[src/wg_pkg.sv]
`default_nettype none

package wg_pkg;

  // Sizing of the transaction tracking
  localparam int unsigned NumTxns    = 4;
  localparam int unsigned NumIdSlots = 4;

  // Channel field widths
  localparam int unsigned IdWidth   = 4;
  localparam int unsigned AddrWidth = 32;
  localparam int unsigned DataWidth = 32;
  localparam int unsigned LenWidth  = 8;
  localparam int unsigned CntWidth  = 8;

  typedef logic [IdWidth-1:0]            id_t;
  typedef logic [AddrWidth-1:0]          addr_t;
  typedef logic [DataWidth-1:0]          data_t;
  typedef logic [LenWidth-1:0]           len_t;
  typedef logic [CntWidth-1:0]           cnt_t;
  typedef logic [$clog2(NumTxns)-1:0]    txn_idx_t;
  typedef logic [$clog2(NumIdSlots)-1:0] slot_idx_t;

  typedef struct packed {
    id_t   id;
    addr_t addr;
    len_t  len;
  } aw_chan_t;

  typedef struct packed {
    data_t data;
    logic  last;
  } w_chan_t;

  typedef struct packed {
    id_t        id;
    logic [1:0] resp;
  } b_chan_t;

  // Master-driven half of the write bus
  typedef struct packed {
    logic     aw_valid;
    aw_chan_t aw;
    logic     w_valid;
    w_chan_t  w;
    logic     b_ready;
  } axi_wr_req_t;

  // Slave-driven half of the write bus
  typedef struct packed {
    logic    aw_ready;
    logic    w_ready;
    logic    b_valid;
    b_chan_t b;
  } axi_wr_rsp_t;

  // Cycle budgets, one per watched interval
  typedef struct packed {
    cnt_t aw_stall;
    cnt_t aw_to_wfirst;
    cnt_t wfirst_to_wlast;
    cnt_t wlast_to_b;
  } budgets_t;

  // Handshake facts of the current cycle, as seen by the master
  typedef struct packed {
    logic aw_hs;
    logic aw_pending;
    id_t  aw_id;
    logic w_hs;
    logic w_last;
    logic b_hs;
    id_t  b_id;
  } wr_events_t;

  typedef enum logic [1:0] {
    PH_FREE,
    PH_WAIT_W,
    PH_DATA,
    PH_RESP
  } phase_e;

  typedef enum logic [2:0] {
    FC_NONE,
    FC_AW_STALL,
    FC_W_LATE,
    FC_W_SLOW,
    FC_B_LATE,
    FC_B_UNEXPECTED
  } fault_cause_e;

  typedef struct packed {
    fault_cause_e cause;
    id_t          id;
  } fault_info_t;

endpackage

`default_nettype wire

[src/wg_channel_gate.sv]
`default_nettype none

module wg_channel_gate (
  input  logic                 guard_ena_i,
  input  logic                 isolate_i,
  input  logic                 full_i,
  input  wg_pkg::axi_wr_req_t  mst_req_i,
  input  wg_pkg::axi_wr_rsp_t  slv_rsp_i,
  output wg_pkg::axi_wr_req_t  slv_req_o,
  output wg_pkg::axi_wr_rsp_t  mst_rsp_o,
  output wg_pkg::wr_events_t   events_o
);

  always_comb begin
    // Straight copy unless the guard steps in
    slv_req_o = mst_req_i;
    mst_rsp_o = slv_rsp_i;

    if (guard_ena_i) begin
      if (isolate_i) begin
        // Master sees every beat accepted, slave sees nothing new
        slv_req_o.aw_valid = 1'b0;
        slv_req_o.w_valid  = 1'b0;
        mst_rsp_o.aw_ready = 1'b1;
        mst_rsp_o.w_ready  = 1'b1;
        mst_rsp_o.b_valid  = 1'b0;
        // Drain whatever the slave still has queued on B
        slv_req_o.b_ready  = 1'b1;
      end else if (full_i) begin
        // No free entry to track another write
        slv_req_o.aw_valid = 1'b0;
        mst_rsp_o.aw_ready = 1'b0;
      end
    end
  end

  // Handshakes are taken from the gated master-side view
  always_comb begin
    events_o = '0;
    if (guard_ena_i && !isolate_i) begin
      events_o.aw_hs      = mst_req_i.aw_valid && mst_rsp_o.aw_ready;
      events_o.aw_pending = mst_req_i.aw_valid;
      events_o.aw_id      = mst_req_i.aw.id;
      events_o.w_hs       = mst_req_i.w_valid && mst_rsp_o.w_ready;
      events_o.w_last     = mst_req_i.w.last;
      events_o.b_hs       = mst_rsp_o.b_valid && mst_req_i.b_ready;
      events_o.b_id       = mst_rsp_o.b.id;
    end
  end

endmodule

`default_nettype wire

[src/wg_id_table.sv]
`default_nettype none

module wg_id_table (
  input  logic                                  clk_i,
  input  logic                                  rst_ni,
  input  logic                                  flush_i,
  input  wg_pkg::wr_events_t                    events_i,
  input  wg_pkg::phase_e [wg_pkg::NumTxns-1:0]  phase_i,
  output logic                                  full_o,
  output wg_pkg::txn_idx_t                      alloc_idx_o,
  output logic                                  b_hit_o,
  output wg_pkg::txn_idx_t                      b_head_idx_o
);

  // One slot per live ID, pointing at the oldest and youngest entry
  typedef struct packed {
    wg_pkg::id_t      id;
    wg_pkg::txn_idx_t head;
    wg_pkg::txn_idx_t tail;
    logic             free;
  } head_tail_t;

  typedef struct packed {
    wg_pkg::txn_idx_t next;
    logic             free;
  } pool_entry_t;

  head_tail_t  [wg_pkg::NumIdSlots-1:0] slot_d, slot_q;
  pool_entry_t [wg_pkg::NumTxns-1:0]    pool_d, pool_q;

  logic              b_match;
  wg_pkg::slot_idx_t b_slot;
  wg_pkg::txn_idx_t  head_idx;
  logic              aw_match;
  wg_pkg::slot_idx_t aw_slot;
  wg_pkg::slot_idx_t free_slot;
  wg_pkg::txn_idx_t  free_idx;

  // Lookup of the B ID, lowest matching slot
  always_comb begin
    b_match = 1'b0;
    b_slot  = '0;
    for (int i = wg_pkg::NumIdSlots - 1; i >= 0; i--) begin
      if (!slot_q[i].free && (slot_q[i].id == events_i.b_id)) begin
        b_match = 1'b1;
        b_slot  = wg_pkg::slot_idx_t'(i);
      end
    end
  end

  assign head_idx     = slot_q[b_slot].head;
  assign b_head_idx_o = head_idx;
  // Only a head already waiting for its response may retire
  assign b_hit_o      = events_i.b_hs && b_match && (phase_i[head_idx] == wg_pkg::PH_RESP);

  always_comb begin
    full_o = 1'b1;
    for (int i = 0; i < wg_pkg::NumTxns; i++) begin
      if (pool_q[i].free) begin
        full_o = 1'b0;
      end
    end
  end

  always_comb begin
    slot_d    = slot_q;
    pool_d    = pool_q;
    aw_match  = 1'b0;
    aw_slot   = '0;
    free_slot = '0;
    free_idx  = '0;

    if (b_hit_o) begin
      pool_d[head_idx].free = 1'b1;
      if (slot_q[b_slot].head == slot_q[b_slot].tail) begin
        slot_d[b_slot].free = 1'b1;
      end else begin
        slot_d[b_slot].head = pool_q[head_idx].next;
      end
    end

    // Searching the post-pop state covers all reuse cases at once:
    // a reopened slot for the same ID, a freed slot for a new ID, a freed entry
    for (int i = wg_pkg::NumIdSlots - 1; i >= 0; i--) begin
      if (!slot_d[i].free && (slot_d[i].id == events_i.aw_id)) begin
        aw_match = 1'b1;
        aw_slot  = wg_pkg::slot_idx_t'(i);
      end
      if (slot_d[i].free) begin
        free_slot = wg_pkg::slot_idx_t'(i);
      end
    end
    for (int i = wg_pkg::NumTxns - 1; i >= 0; i--) begin
      if (pool_d[i].free) begin
        free_idx = wg_pkg::txn_idx_t'(i);
      end
    end

    if (events_i.aw_hs) begin
      pool_d[free_idx].free = 1'b0;
      pool_d[free_idx].next = '0;
      if (aw_match) begin
        // Append behind the youngest write of this ID
        pool_d[slot_d[aw_slot].tail].next = free_idx;
        slot_d[aw_slot].tail              = free_idx;
      end else begin
        slot_d[free_slot] = '{id: events_i.aw_id, head: free_idx, tail: free_idx, free: 1'b0};
      end
    end
  end

  assign alloc_idx_o = free_idx;

  always_ff @(posedge clk_i or negedge rst_ni) begin
    if (!rst_ni) begin
      for (int i = 0; i < wg_pkg::NumIdSlots; i++) begin
        slot_q[i] <= '{free: 1'b1, default: '0};
      end
      for (int i = 0; i < wg_pkg::NumTxns; i++) begin
        pool_q[i] <= '{free: 1'b1, default: '0};
      end
    end else if (flush_i) begin
      for (int i = 0; i < wg_pkg::NumIdSlots; i++) begin
        slot_q[i] <= '{free: 1'b1, default: '0};
      end
      for (int i = 0; i < wg_pkg::NumTxns; i++) begin
        pool_q[i] <= '{free: 1'b1, default: '0};
      end
    end else begin
      slot_q <= slot_d;
      pool_q <= pool_d;
    end
  end

endmodule

`default_nettype wire

[src/wg_txn_timers.sv]
`default_nettype none

module wg_txn_timers (
  input  logic                                  clk_i,
  input  logic                                  rst_ni,
  input  logic                                  flush_i,
  input  wg_pkg::budgets_t                      budgets_i,
  input  wg_pkg::wr_events_t                    events_i,
  input  wg_pkg::txn_idx_t                      alloc_idx_i,
  input  logic                                  b_hit_i,
  input  wg_pkg::txn_idx_t                      b_head_idx_i,
  output wg_pkg::phase_e [wg_pkg::NumTxns-1:0]  phase_o,
  output logic                                  timeout_o,
  output wg_pkg::fault_cause_e                  timeout_cause_o,
  output wg_pkg::id_t                           timeout_id_o
);

  wg_pkg::phase_e   [wg_pkg::NumTxns-1:0] phase_d, phase_q;
  wg_pkg::cnt_t     [wg_pkg::NumTxns-1:0] cnt_q;
  wg_pkg::id_t      [wg_pkg::NumTxns-1:0] id_q;
  wg_pkg::txn_idx_t [wg_pkg::NumTxns-1:0] wq_mem;

  wg_pkg::txn_idx_t              wq_rd_q, wq_wr_q;
  logic [$clog2(wg_pkg::NumTxns):0] wq_cnt_q;
  logic                          wq_empty;
  logic                          wq_push;
  logic                          wq_pop;
  logic                          w_take;
  logic                          w_done;
  wg_pkg::txn_idx_t              w_idx;

  function automatic wg_pkg::cnt_t phase_budget(input wg_pkg::phase_e ph,
                                                input wg_pkg::budgets_t b);
    wg_pkg::cnt_t lim;
    case (ph)
      wg_pkg::PH_WAIT_W: lim = b.aw_to_wfirst;
      wg_pkg::PH_DATA:   lim = b.wfirst_to_wlast;
      default:           lim = b.wlast_to_b;
    endcase
    return lim;
  endfunction

  // W carries no ID, so beats go to the oldest write still owed data.
  // An AW accepted in the same cycle as its first beat bypasses the queue
  assign wq_empty = (wq_cnt_q == '0);
  assign w_idx    = wq_empty ? alloc_idx_i : wq_mem[wq_rd_q];
  assign w_take   = events_i.w_hs && (!wq_empty || events_i.aw_hs);
  assign w_done   = w_take && events_i.w_last;
  assign wq_push  = events_i.aw_hs && !(wq_empty && w_done);
  assign wq_pop   = w_done && !wq_empty;

  always_comb begin
    phase_d = phase_q;
    for (int i = 0; i < wg_pkg::NumTxns; i++) begin
      if (b_hit_i && (b_head_idx_i == wg_pkg::txn_idx_t'(i))) begin
        phase_d[i] = wg_pkg::PH_FREE;
      end
      if (events_i.aw_hs && (alloc_idx_i == wg_pkg::txn_idx_t'(i))) begin
        phase_d[i] = wg_pkg::PH_WAIT_W;
      end
      if (w_take && (w_idx == wg_pkg::txn_idx_t'(i))) begin
        if (events_i.w_last) begin
          phase_d[i] = wg_pkg::PH_RESP;
        end else if (phase_d[i] == wg_pkg::PH_WAIT_W) begin
          phase_d[i] = wg_pkg::PH_DATA;
        end
      end
    end
  end

  // Lowest busy entry over its budget wins
  always_comb begin
    timeout_o       = 1'b0;
    timeout_cause_o = wg_pkg::FC_NONE;
    timeout_id_o    = '0;
    for (int i = wg_pkg::NumTxns - 1; i >= 0; i--) begin
      if ((phase_q[i] != wg_pkg::PH_FREE) &&
          (cnt_q[i] >= phase_budget(phase_q[i], budgets_i))) begin
        timeout_o    = 1'b1;
        timeout_id_o = id_q[i];
        case (phase_q[i])
          wg_pkg::PH_WAIT_W: timeout_cause_o = wg_pkg::FC_W_LATE;
          wg_pkg::PH_DATA:   timeout_cause_o = wg_pkg::FC_W_SLOW;
          default:           timeout_cause_o = wg_pkg::FC_B_LATE;
        endcase
      end
    end
  end

  always_ff @(posedge clk_i or negedge rst_ni) begin
    if (!rst_ni) begin
      phase_q  <= {wg_pkg::NumTxns{wg_pkg::PH_FREE}};
      cnt_q    <= '0;
      wq_rd_q  <= '0;
      wq_wr_q  <= '0;
      wq_cnt_q <= '0;
    end else if (flush_i) begin
      phase_q  <= {wg_pkg::NumTxns{wg_pkg::PH_FREE}};
      cnt_q    <= '0;
      wq_rd_q  <= '0;
      wq_wr_q  <= '0;
      wq_cnt_q <= '0;
    end else begin
      phase_q <= phase_d;
      for (int i = 0; i < wg_pkg::NumTxns; i++) begin
        // Restart on every phase change and saturate at the top
        if ((phase_d[i] != phase_q[i]) || (phase_q[i] == wg_pkg::PH_FREE)) begin
          cnt_q[i] <= '0;
        end else if (cnt_q[i] != '1) begin
          cnt_q[i] <= cnt_q[i] + 1'b1;
        end
      end
      if (wq_push) begin
        wq_wr_q <= wq_wr_q + 1'b1;
      end
      if (wq_pop) begin
        wq_rd_q <= wq_rd_q + 1'b1;
      end
      if (wq_push && !wq_pop) begin
        wq_cnt_q <= wq_cnt_q + 1'b1;
      end else if (!wq_push && wq_pop) begin
        wq_cnt_q <= wq_cnt_q - 1'b1;
      end
    end
  end

  always_ff @(posedge clk_i) begin
    if (events_i.aw_hs) begin
      id_q[alloc_idx_i] <= events_i.aw_id;
    end
    if (wq_push) begin
      wq_mem[wq_wr_q] <= alloc_idx_i;
    end
  end

  assign phase_o = phase_q;

endmodule

`default_nettype wire

[src/wg_fault_ctrl.sv]
`default_nettype none

module wg_fault_ctrl (
  input  logic                  clk_i,
  input  logic                  rst_ni,
  input  logic                  clear_i,
  input  wg_pkg::budgets_t      budgets_i,
  input  wg_pkg::wr_events_t    events_i,
  input  logic                  timeout_i,
  input  wg_pkg::fault_cause_e  timeout_cause_i,
  input  wg_pkg::id_t           timeout_id_i,
  input  logic                  b_hit_i,
  output logic                  isolate_o,
  output logic                  flush_o,
  output logic                  reset_req_o,
  output logic                  irq_o,
  output wg_pkg::fault_info_t   fault_o
);

  wg_pkg::cnt_t        aw_cnt_q;
  logic                aw_stall;
  logic                b_unexp;
  logic                new_fault;
  wg_pkg::fault_info_t new_info;
  logic                faulted_q;
  logic                irq_q;
  wg_pkg::fault_info_t fault_q;

  // Only one AW can wait at the master port, so one counter covers it
  assign aw_stall = events_i.aw_pending && !events_i.aw_hs &&
                    (aw_cnt_q >= budgets_i.aw_stall);
  assign b_unexp  = events_i.b_hs && !b_hit_i;

  always_comb begin
    new_fault = 1'b1;
    new_info  = '{cause: wg_pkg::FC_NONE, id: '0};
    if (b_unexp) begin
      new_info = '{cause: wg_pkg::FC_B_UNEXPECTED, id: events_i.b_id};
    end else if (timeout_i) begin
      new_info = '{cause: timeout_cause_i, id: timeout_id_i};
    end else if (aw_stall) begin
      new_info = '{cause: wg_pkg::FC_AW_STALL, id: events_i.aw_id};
    end else begin
      new_fault = 1'b0;
    end
  end

  always_ff @(posedge clk_i or negedge rst_ni) begin
    if (!rst_ni) begin
      aw_cnt_q <= '0;
    end else if (flush_o || !events_i.aw_pending || events_i.aw_hs) begin
      aw_cnt_q <= '0;
    end else if (aw_cnt_q != '1) begin
      aw_cnt_q <= aw_cnt_q + 1'b1;
    end
  end

  // First fault sticks until clear, later ones are ignored
  always_ff @(posedge clk_i or negedge rst_ni) begin
    if (!rst_ni) begin
      faulted_q <= 1'b0;
      irq_q     <= 1'b0;
      fault_q   <= '{cause: wg_pkg::FC_NONE, id: '0};
    end else begin
      irq_q <= 1'b0;
      if (clear_i) begin
        faulted_q <= 1'b0;
        fault_q   <= '{cause: wg_pkg::FC_NONE, id: '0};
      end else if (!faulted_q && new_fault) begin
        faulted_q <= 1'b1;
        irq_q     <= 1'b1;
        fault_q   <= new_info;
      end
    end
  end

  // Clear empties the table on the same edge the fault drops
  assign flush_o     = clear_i;
  assign isolate_o   = faulted_q;
  assign reset_req_o = faulted_q;
  assign irq_o       = irq_q;
  assign fault_o     = fault_q;

endmodule

`default_nettype wire

[src/write_guard.sv]
`default_nettype none

module write_guard (
  input  logic                 clk_i,
  input  logic                 rst_ni,
  input  logic                 guard_ena_i,
  input  logic                 clear_i,
  input  wg_pkg::budgets_t     budgets_i,
  input  wg_pkg::axi_wr_req_t  mst_req_i,
  output wg_pkg::axi_wr_rsp_t  mst_rsp_o,
  output wg_pkg::axi_wr_req_t  slv_req_o,
  input  wg_pkg::axi_wr_rsp_t  slv_rsp_i,
  output logic                 reset_req_o,
  output logic                 irq_o,
  output wg_pkg::fault_info_t  fault_o
);

  wg_pkg::wr_events_t                    events;
  logic                                  full;
  wg_pkg::txn_idx_t                      alloc_idx;
  logic                                  b_hit;
  wg_pkg::txn_idx_t                      b_head_idx;
  wg_pkg::phase_e [wg_pkg::NumTxns-1:0]  phase;
  logic                                  timeout;
  wg_pkg::fault_cause_e                  timeout_cause;
  wg_pkg::id_t                           timeout_id;
  logic                                  isolate;
  logic                                  flush;

  wg_channel_gate u_gate (
    .guard_ena_i (guard_ena_i),
    .isolate_i   (isolate),
    .full_i      (full),
    .mst_req_i   (mst_req_i),
    .slv_rsp_i   (slv_rsp_i),
    .slv_req_o   (slv_req_o),
    .mst_rsp_o   (mst_rsp_o),
    .events_o    (events)
  );

  wg_id_table u_table (
    .clk_i        (clk_i),
    .rst_ni       (rst_ni),
    .flush_i      (flush),
    .events_i     (events),
    .phase_i      (phase),
    .full_o       (full),
    .alloc_idx_o  (alloc_idx),
    .b_hit_o      (b_hit),
    .b_head_idx_o (b_head_idx)
  );

  wg_txn_timers u_timers (
    .clk_i           (clk_i),
    .rst_ni          (rst_ni),
    .flush_i         (flush),
    .budgets_i       (budgets_i),
    .events_i        (events),
    .alloc_idx_i     (alloc_idx),
    .b_hit_i         (b_hit),
    .b_head_idx_i    (b_head_idx),
    .phase_o         (phase),
    .timeout_o       (timeout),
    .timeout_cause_o (timeout_cause),
    .timeout_id_o    (timeout_id)
  );

  wg_fault_ctrl u_fault (
    .clk_i           (clk_i),
    .rst_ni          (rst_ni),
    .clear_i         (clear_i),
    .budgets_i       (budgets_i),
    .events_i        (events),
    .timeout_i       (timeout),
    .timeout_cause_i (timeout_cause),
    .timeout_id_i    (timeout_id),
    .b_hit_i         (b_hit),
    .isolate_o       (isolate),
    .flush_o         (flush),
    .reset_req_o     (reset_req_o),
    .irq_o           (irq_o),
    .fault_o         (fault_o)
  );

endmodule

`default_nettype wire

[config.mk]
export PLATFORM = sky130hd
export DESIGN_NAME = write_guard
export DESIGN_NICKNAME = d
export VERILOG_FILES = /design/src/wg_pkg.sv /design/src/wg_channel_gate.sv /design/src/wg_id_table.sv /design/src/wg_txn_timers.sv /design/src/wg_fault_ctrl.sv /design/src/write_guard.sv
export SDC_FILE = /design/constraint.sdc
export NUM_CORES = 1
export LEC_CHECK = 0
export ABC_AREA = 0
export ABC_CLOCK_PERIOD_IN_PS = 4980
export BUFFER_PORTS_ARGS = -buffer_cell sky130_fd_sc_hd__buf_2
export CORE_UTILIZATION = 45
export DETAILED_ROUTE_END_ITERATION = 7
export GPL_TIMING_DRIVEN = 0
export PLACE_DENSITY = 0.79
export SLEW_MARGIN = 5
export SYNTH_ARGS = -nofsm -noshare
export SYNTH_HDL_FRONTEND = slang
export SYNTH_SLANG_ARGS = --single-unit
[constraint.sdc]
create_clock -name clk_i -period 4.98 [get_ports clk_i]
set_clock_uncertainty 0.15 [all_clocks]
set_input_delay 1.245 -clock clk_i [delete_from_list [all_inputs] [get_ports clk_i]]
set_output_delay 1.245 -clock clk_i [all_outputs]
set_load 0.01 [all_outputs]
==> metrics.txt <==
Critical Path Start=guard_ena_i; GRT overflow=0; Async SR Flop Fraction=82.35%; post-synth cell types=~100; Post-CTS Hold Fix Bufs=0; maximum clock frequency=around 200 MHz; RR Endpoint=u_fault.fault_o[3]; most frequent cell after synthesis=nor2_1; Post-DRT Antenna Nets=0; Detailed Place HPWL=roughly 22 mm; Placer Congestion=just over 0.9; total CTS buffers=17; Avg WL per Cell=about 18 µm; Initial Util=45.93%; Post-Place Setup Slack=-0.7991 ns; top-area cell type share of the netlist area=24.14%; mapped cell area=~0.011 mm²; outcome=finished with violations; Final setup viols=0; chip width=156.8 µm; Commonest cells post-synth=111 x nor2_1, 104 x dfrtp_1, 84 x buf_4; CP startpoint kind=primary input; final-layout fill cell count=slightly above 2,000; crit path kind=primary input to flop; Worst-path clk slew=0.07 ns; Max Cap Viol=0; Yosys reg bits=136; syn avg cell area=between 9 and 10 µm²; Pwr per Cell Area=222.6 mW/mm²; grt met1 use=29.93%; met2 Use GR=between 40 and 50%; first-pass GRT wire length=~46 mm; synthesized net count=1,383; Worst R2R Setup Slack=0.24 ns; Cell Rows=between 50 and 60; port bufs=approximately 150; leak pwr=approximately 5.7 nW; fin util=55.45%; crit-path max FO=10; GR peak layer=met2; Slew HR=between 10% and 20%; H-Tree Depth=4; Slew @ Worst Pin=around 1.3 ns; fin nets=1,559; pin count of the biggest net entering global routing=92; synth top area cells=dfrtp_1 24%, ha_1 7.4%, edfxtp_1 6.7%; Worst-Skew Late Latency=0.43 ns; Post-synth EDFFs=24; Reg2Reg Depth=19; Ports=roughly 220; initial DRC count=~990; Critical Path AT=~5.1 ns; fin cells=roughly 1,700; Synth Instances=roughly 1,200; top_reg_cell synth=dfrtp_1; TritonCTS Sinks=136; Final WS setup=slightly above 0.06 ns; unrepaired setup endpoints after global routing=true; Max IR drop VDD=about 0.21 mV; P&R area growth vs syn=20.72%; crit path max-delay cell type=or4b_1; n_diodes=0; Die H=156.8 µm; share of cells above drive strength 1=30.10%; final hold vios=0; via count=between 10,000 and 15,000; drt first pass iters=8; Setup TNS=0 ns; Worst setup EP type=flop; Post-route DRC=2; met3 Use GR=around 4.5%; routed wire length=30.34 mm; fin crit period=around 5 ns; sequential cell area fraction in the yosys report=roughly a third; yosys warns=0; FF-to-FF Start=u_timers.phase_o[2]; Tcrit/Tclk final=a little under 100%; Total Routing Usage GR=between 20% and 30%; Root Driver=clkbuf_16; end of the critical path=u_timers.cnt_q[17]; CTS tree=done; CP Cell Sequence=buf_2 > nor2b_4 > buf_8 > nor3_1 > o21a_2 > a2111oi_4 > o21ai_4 > and4_4 > o21a_2 > or4b_1 > buf_2 > a21oi_1 > a21oi_1 > o31a_1 > o2111ai_4 > nor2_1; overall power=between 2 and 3 mW; core region area=0.02347 mm²; vias in the first global route=9,263; worst stage delay on the critical path=0.53 ns; worst hold path type=flop to flop; Placed Cells incl. Taps=about 1,700; leading area contributor after synthesis=dfrtp_1; Vias/cell=about 5.9; CP required=5.13 ns; failing checks=design-rule violations; Max Buffers Root-to-Sink=2; Total Die Area=0.02458 mm²; initial antenna violation count=0; Slew Limit Fails=0
worst min path at each step:
stage | from | end | slack (ns) | depth (start not counted)
6_report | u_timers.cnt_q[14] | u_timers.cnt_q[14] | 0.36 | 1
2_1_floorplan | u_timers.cnt_q[14] | u_timers.cnt_q[14] | 0.32 | 1
3_5_place_dp | u_timers.cnt_q[14] | u_timers.cnt_q[14] | 0.35 | 1
5_1_grt | u_timers.cnt_q[14] | u_timers.cnt_q[14] | 0.38 | 1
3_3_place_gp | u_timers.cnt_q[14] | u_timers.cnt_q[14] | 0.34 | 1
4_1_cts | u_timers.cnt_q[14] | u_timers.cnt_q[14] | 0.36 | 1
where the power goes:
part           internal (mW)  total, mW  switching, mW  leakage, nW
clock                  0.791       1.31          0.519        0.295
sequential              1.14       1.16         0.0130         1.75
combinational          0.182      0.430          0.248         3.64
placed cells by master, fill, tap and decap left out, drive strengths merged, types with 7 or more instances in the layout:
cell type | netlist | routed
a211oi | 31 | 31
a21o | 40 | 40
a21oi | 59 | 59
a22oi | 43 | 43
a31oi | 23 | 23
and2 | 22 | 22
and3 | 19 | 19
buf | 93 | 258
clkbuf | 36 | 45
clkinv | 1 | 9
dfrtp | 104 | 104
dfstp | 8 | 8
edfxtp | 24 | 24
ha | 64 | 64
inv | 55 | 57
mux2i | 35 | 35
nand2 | 80 | 81
nand2b | 10 | 10
nand3 | 48 | 48
nor2 | 111 | 111
nor2b | 7 | 7
nor3 | 32 | 32
o211ai | 8 | 8
o21ai | 63 | 63
o31ai | 10 | 10
or2 | 9 | 9
or3 | 7 | 7
xnor2 | 30 | 30
xor2 | 11 | 11
stage by stage:
stage                     hold slack (ns)  instance area, µm²
after detailed placement           0.3471               11960
after CTS                          0.3596               12690
after global routing               0.3768               13020
after global placement             0.3449               11920
after floorplan                    0.3171               10780
final                              0.3605               13020
layout make-up:
type	count	area (µm²)	share of cell area (%)
clock inverter	14	173.9	1.336
sequential	136	3533	27.15
inverter	56	212.7	1.634
buffer	118	819.5	6.297
timing repair buffer	167	929.6	7.143
tap	319	399.1	3.067
clock buffer	18	429.2	3.297
multi-input combinational	873	6518	50.08
registers in the layout (all words and copies together), names as in the netlist:
register,flops
u_timers.wq_mem,8
u_timers.wq_cnt_q,3
u_timers.id_q,16
u_timers.wq_rd_q,2
u_table.slot_q,36
u_timers.wq_wr_q,2
u_fault.isolate_o,1
u_table.pool_q,12
u_timers.cnt_q,32
u_fault.aw_cnt_q,8
u_fault.fault_o,7
u_timers.phase_o,8
u_fault.irq_o,1
cells by family (layout without fill, tap and decap cells):
| kind of cell | Yosys count | in the layout | synth area share [%] |
|---|---|---|---|
| adders and majority gates | 65 | 65 | 7.613 |
| and+or+nand+nor | 376 | 377 | 17.64 |
| DFF | 136 | 136 | 32.77 |
| AOI/OAI and AO/OA | 351 | 351 | 24.97 |
| xor gates and xnor gates | 41 | 41 | 3.331 |
| muxes | 39 | 39 | 3.911 |
| buffers and inverters | 185 | 373 | 9.760 |
critical path: cells and delay by family:
family	cells	cell delay, ns
and+or+nand+nor	5	1.15
buffers and inverters	3	0.50
AOI/OAI and AO/OA	8	2.14
routing by layer:
layer | share of wire [%] | up-vias | wire length (µm)
met4 | 3.4 | 0 | 1021
met3 | 8.3 | 102 | 2527
met2 | 48 | 513 | 14550
met1 | 40 | 4801 | 12240
li1 | - | 4671 | -
met5 | 0 | - | 0
what timing repair did:
| action | in CTS | in global routing |
|---|---|---|
| buffers inserted | 5 | 13 |
| gates cloned | 0 | 1 |
| endpoints found under the hold margin | 0 | 0 |
| gates resized for setup | 17 | 56 |
| endpoints found under the setup margin | 45 | 78 |
| pin swaps | 3 | 12 |
No activity file was read; power rests on OpenSTA's default activity.
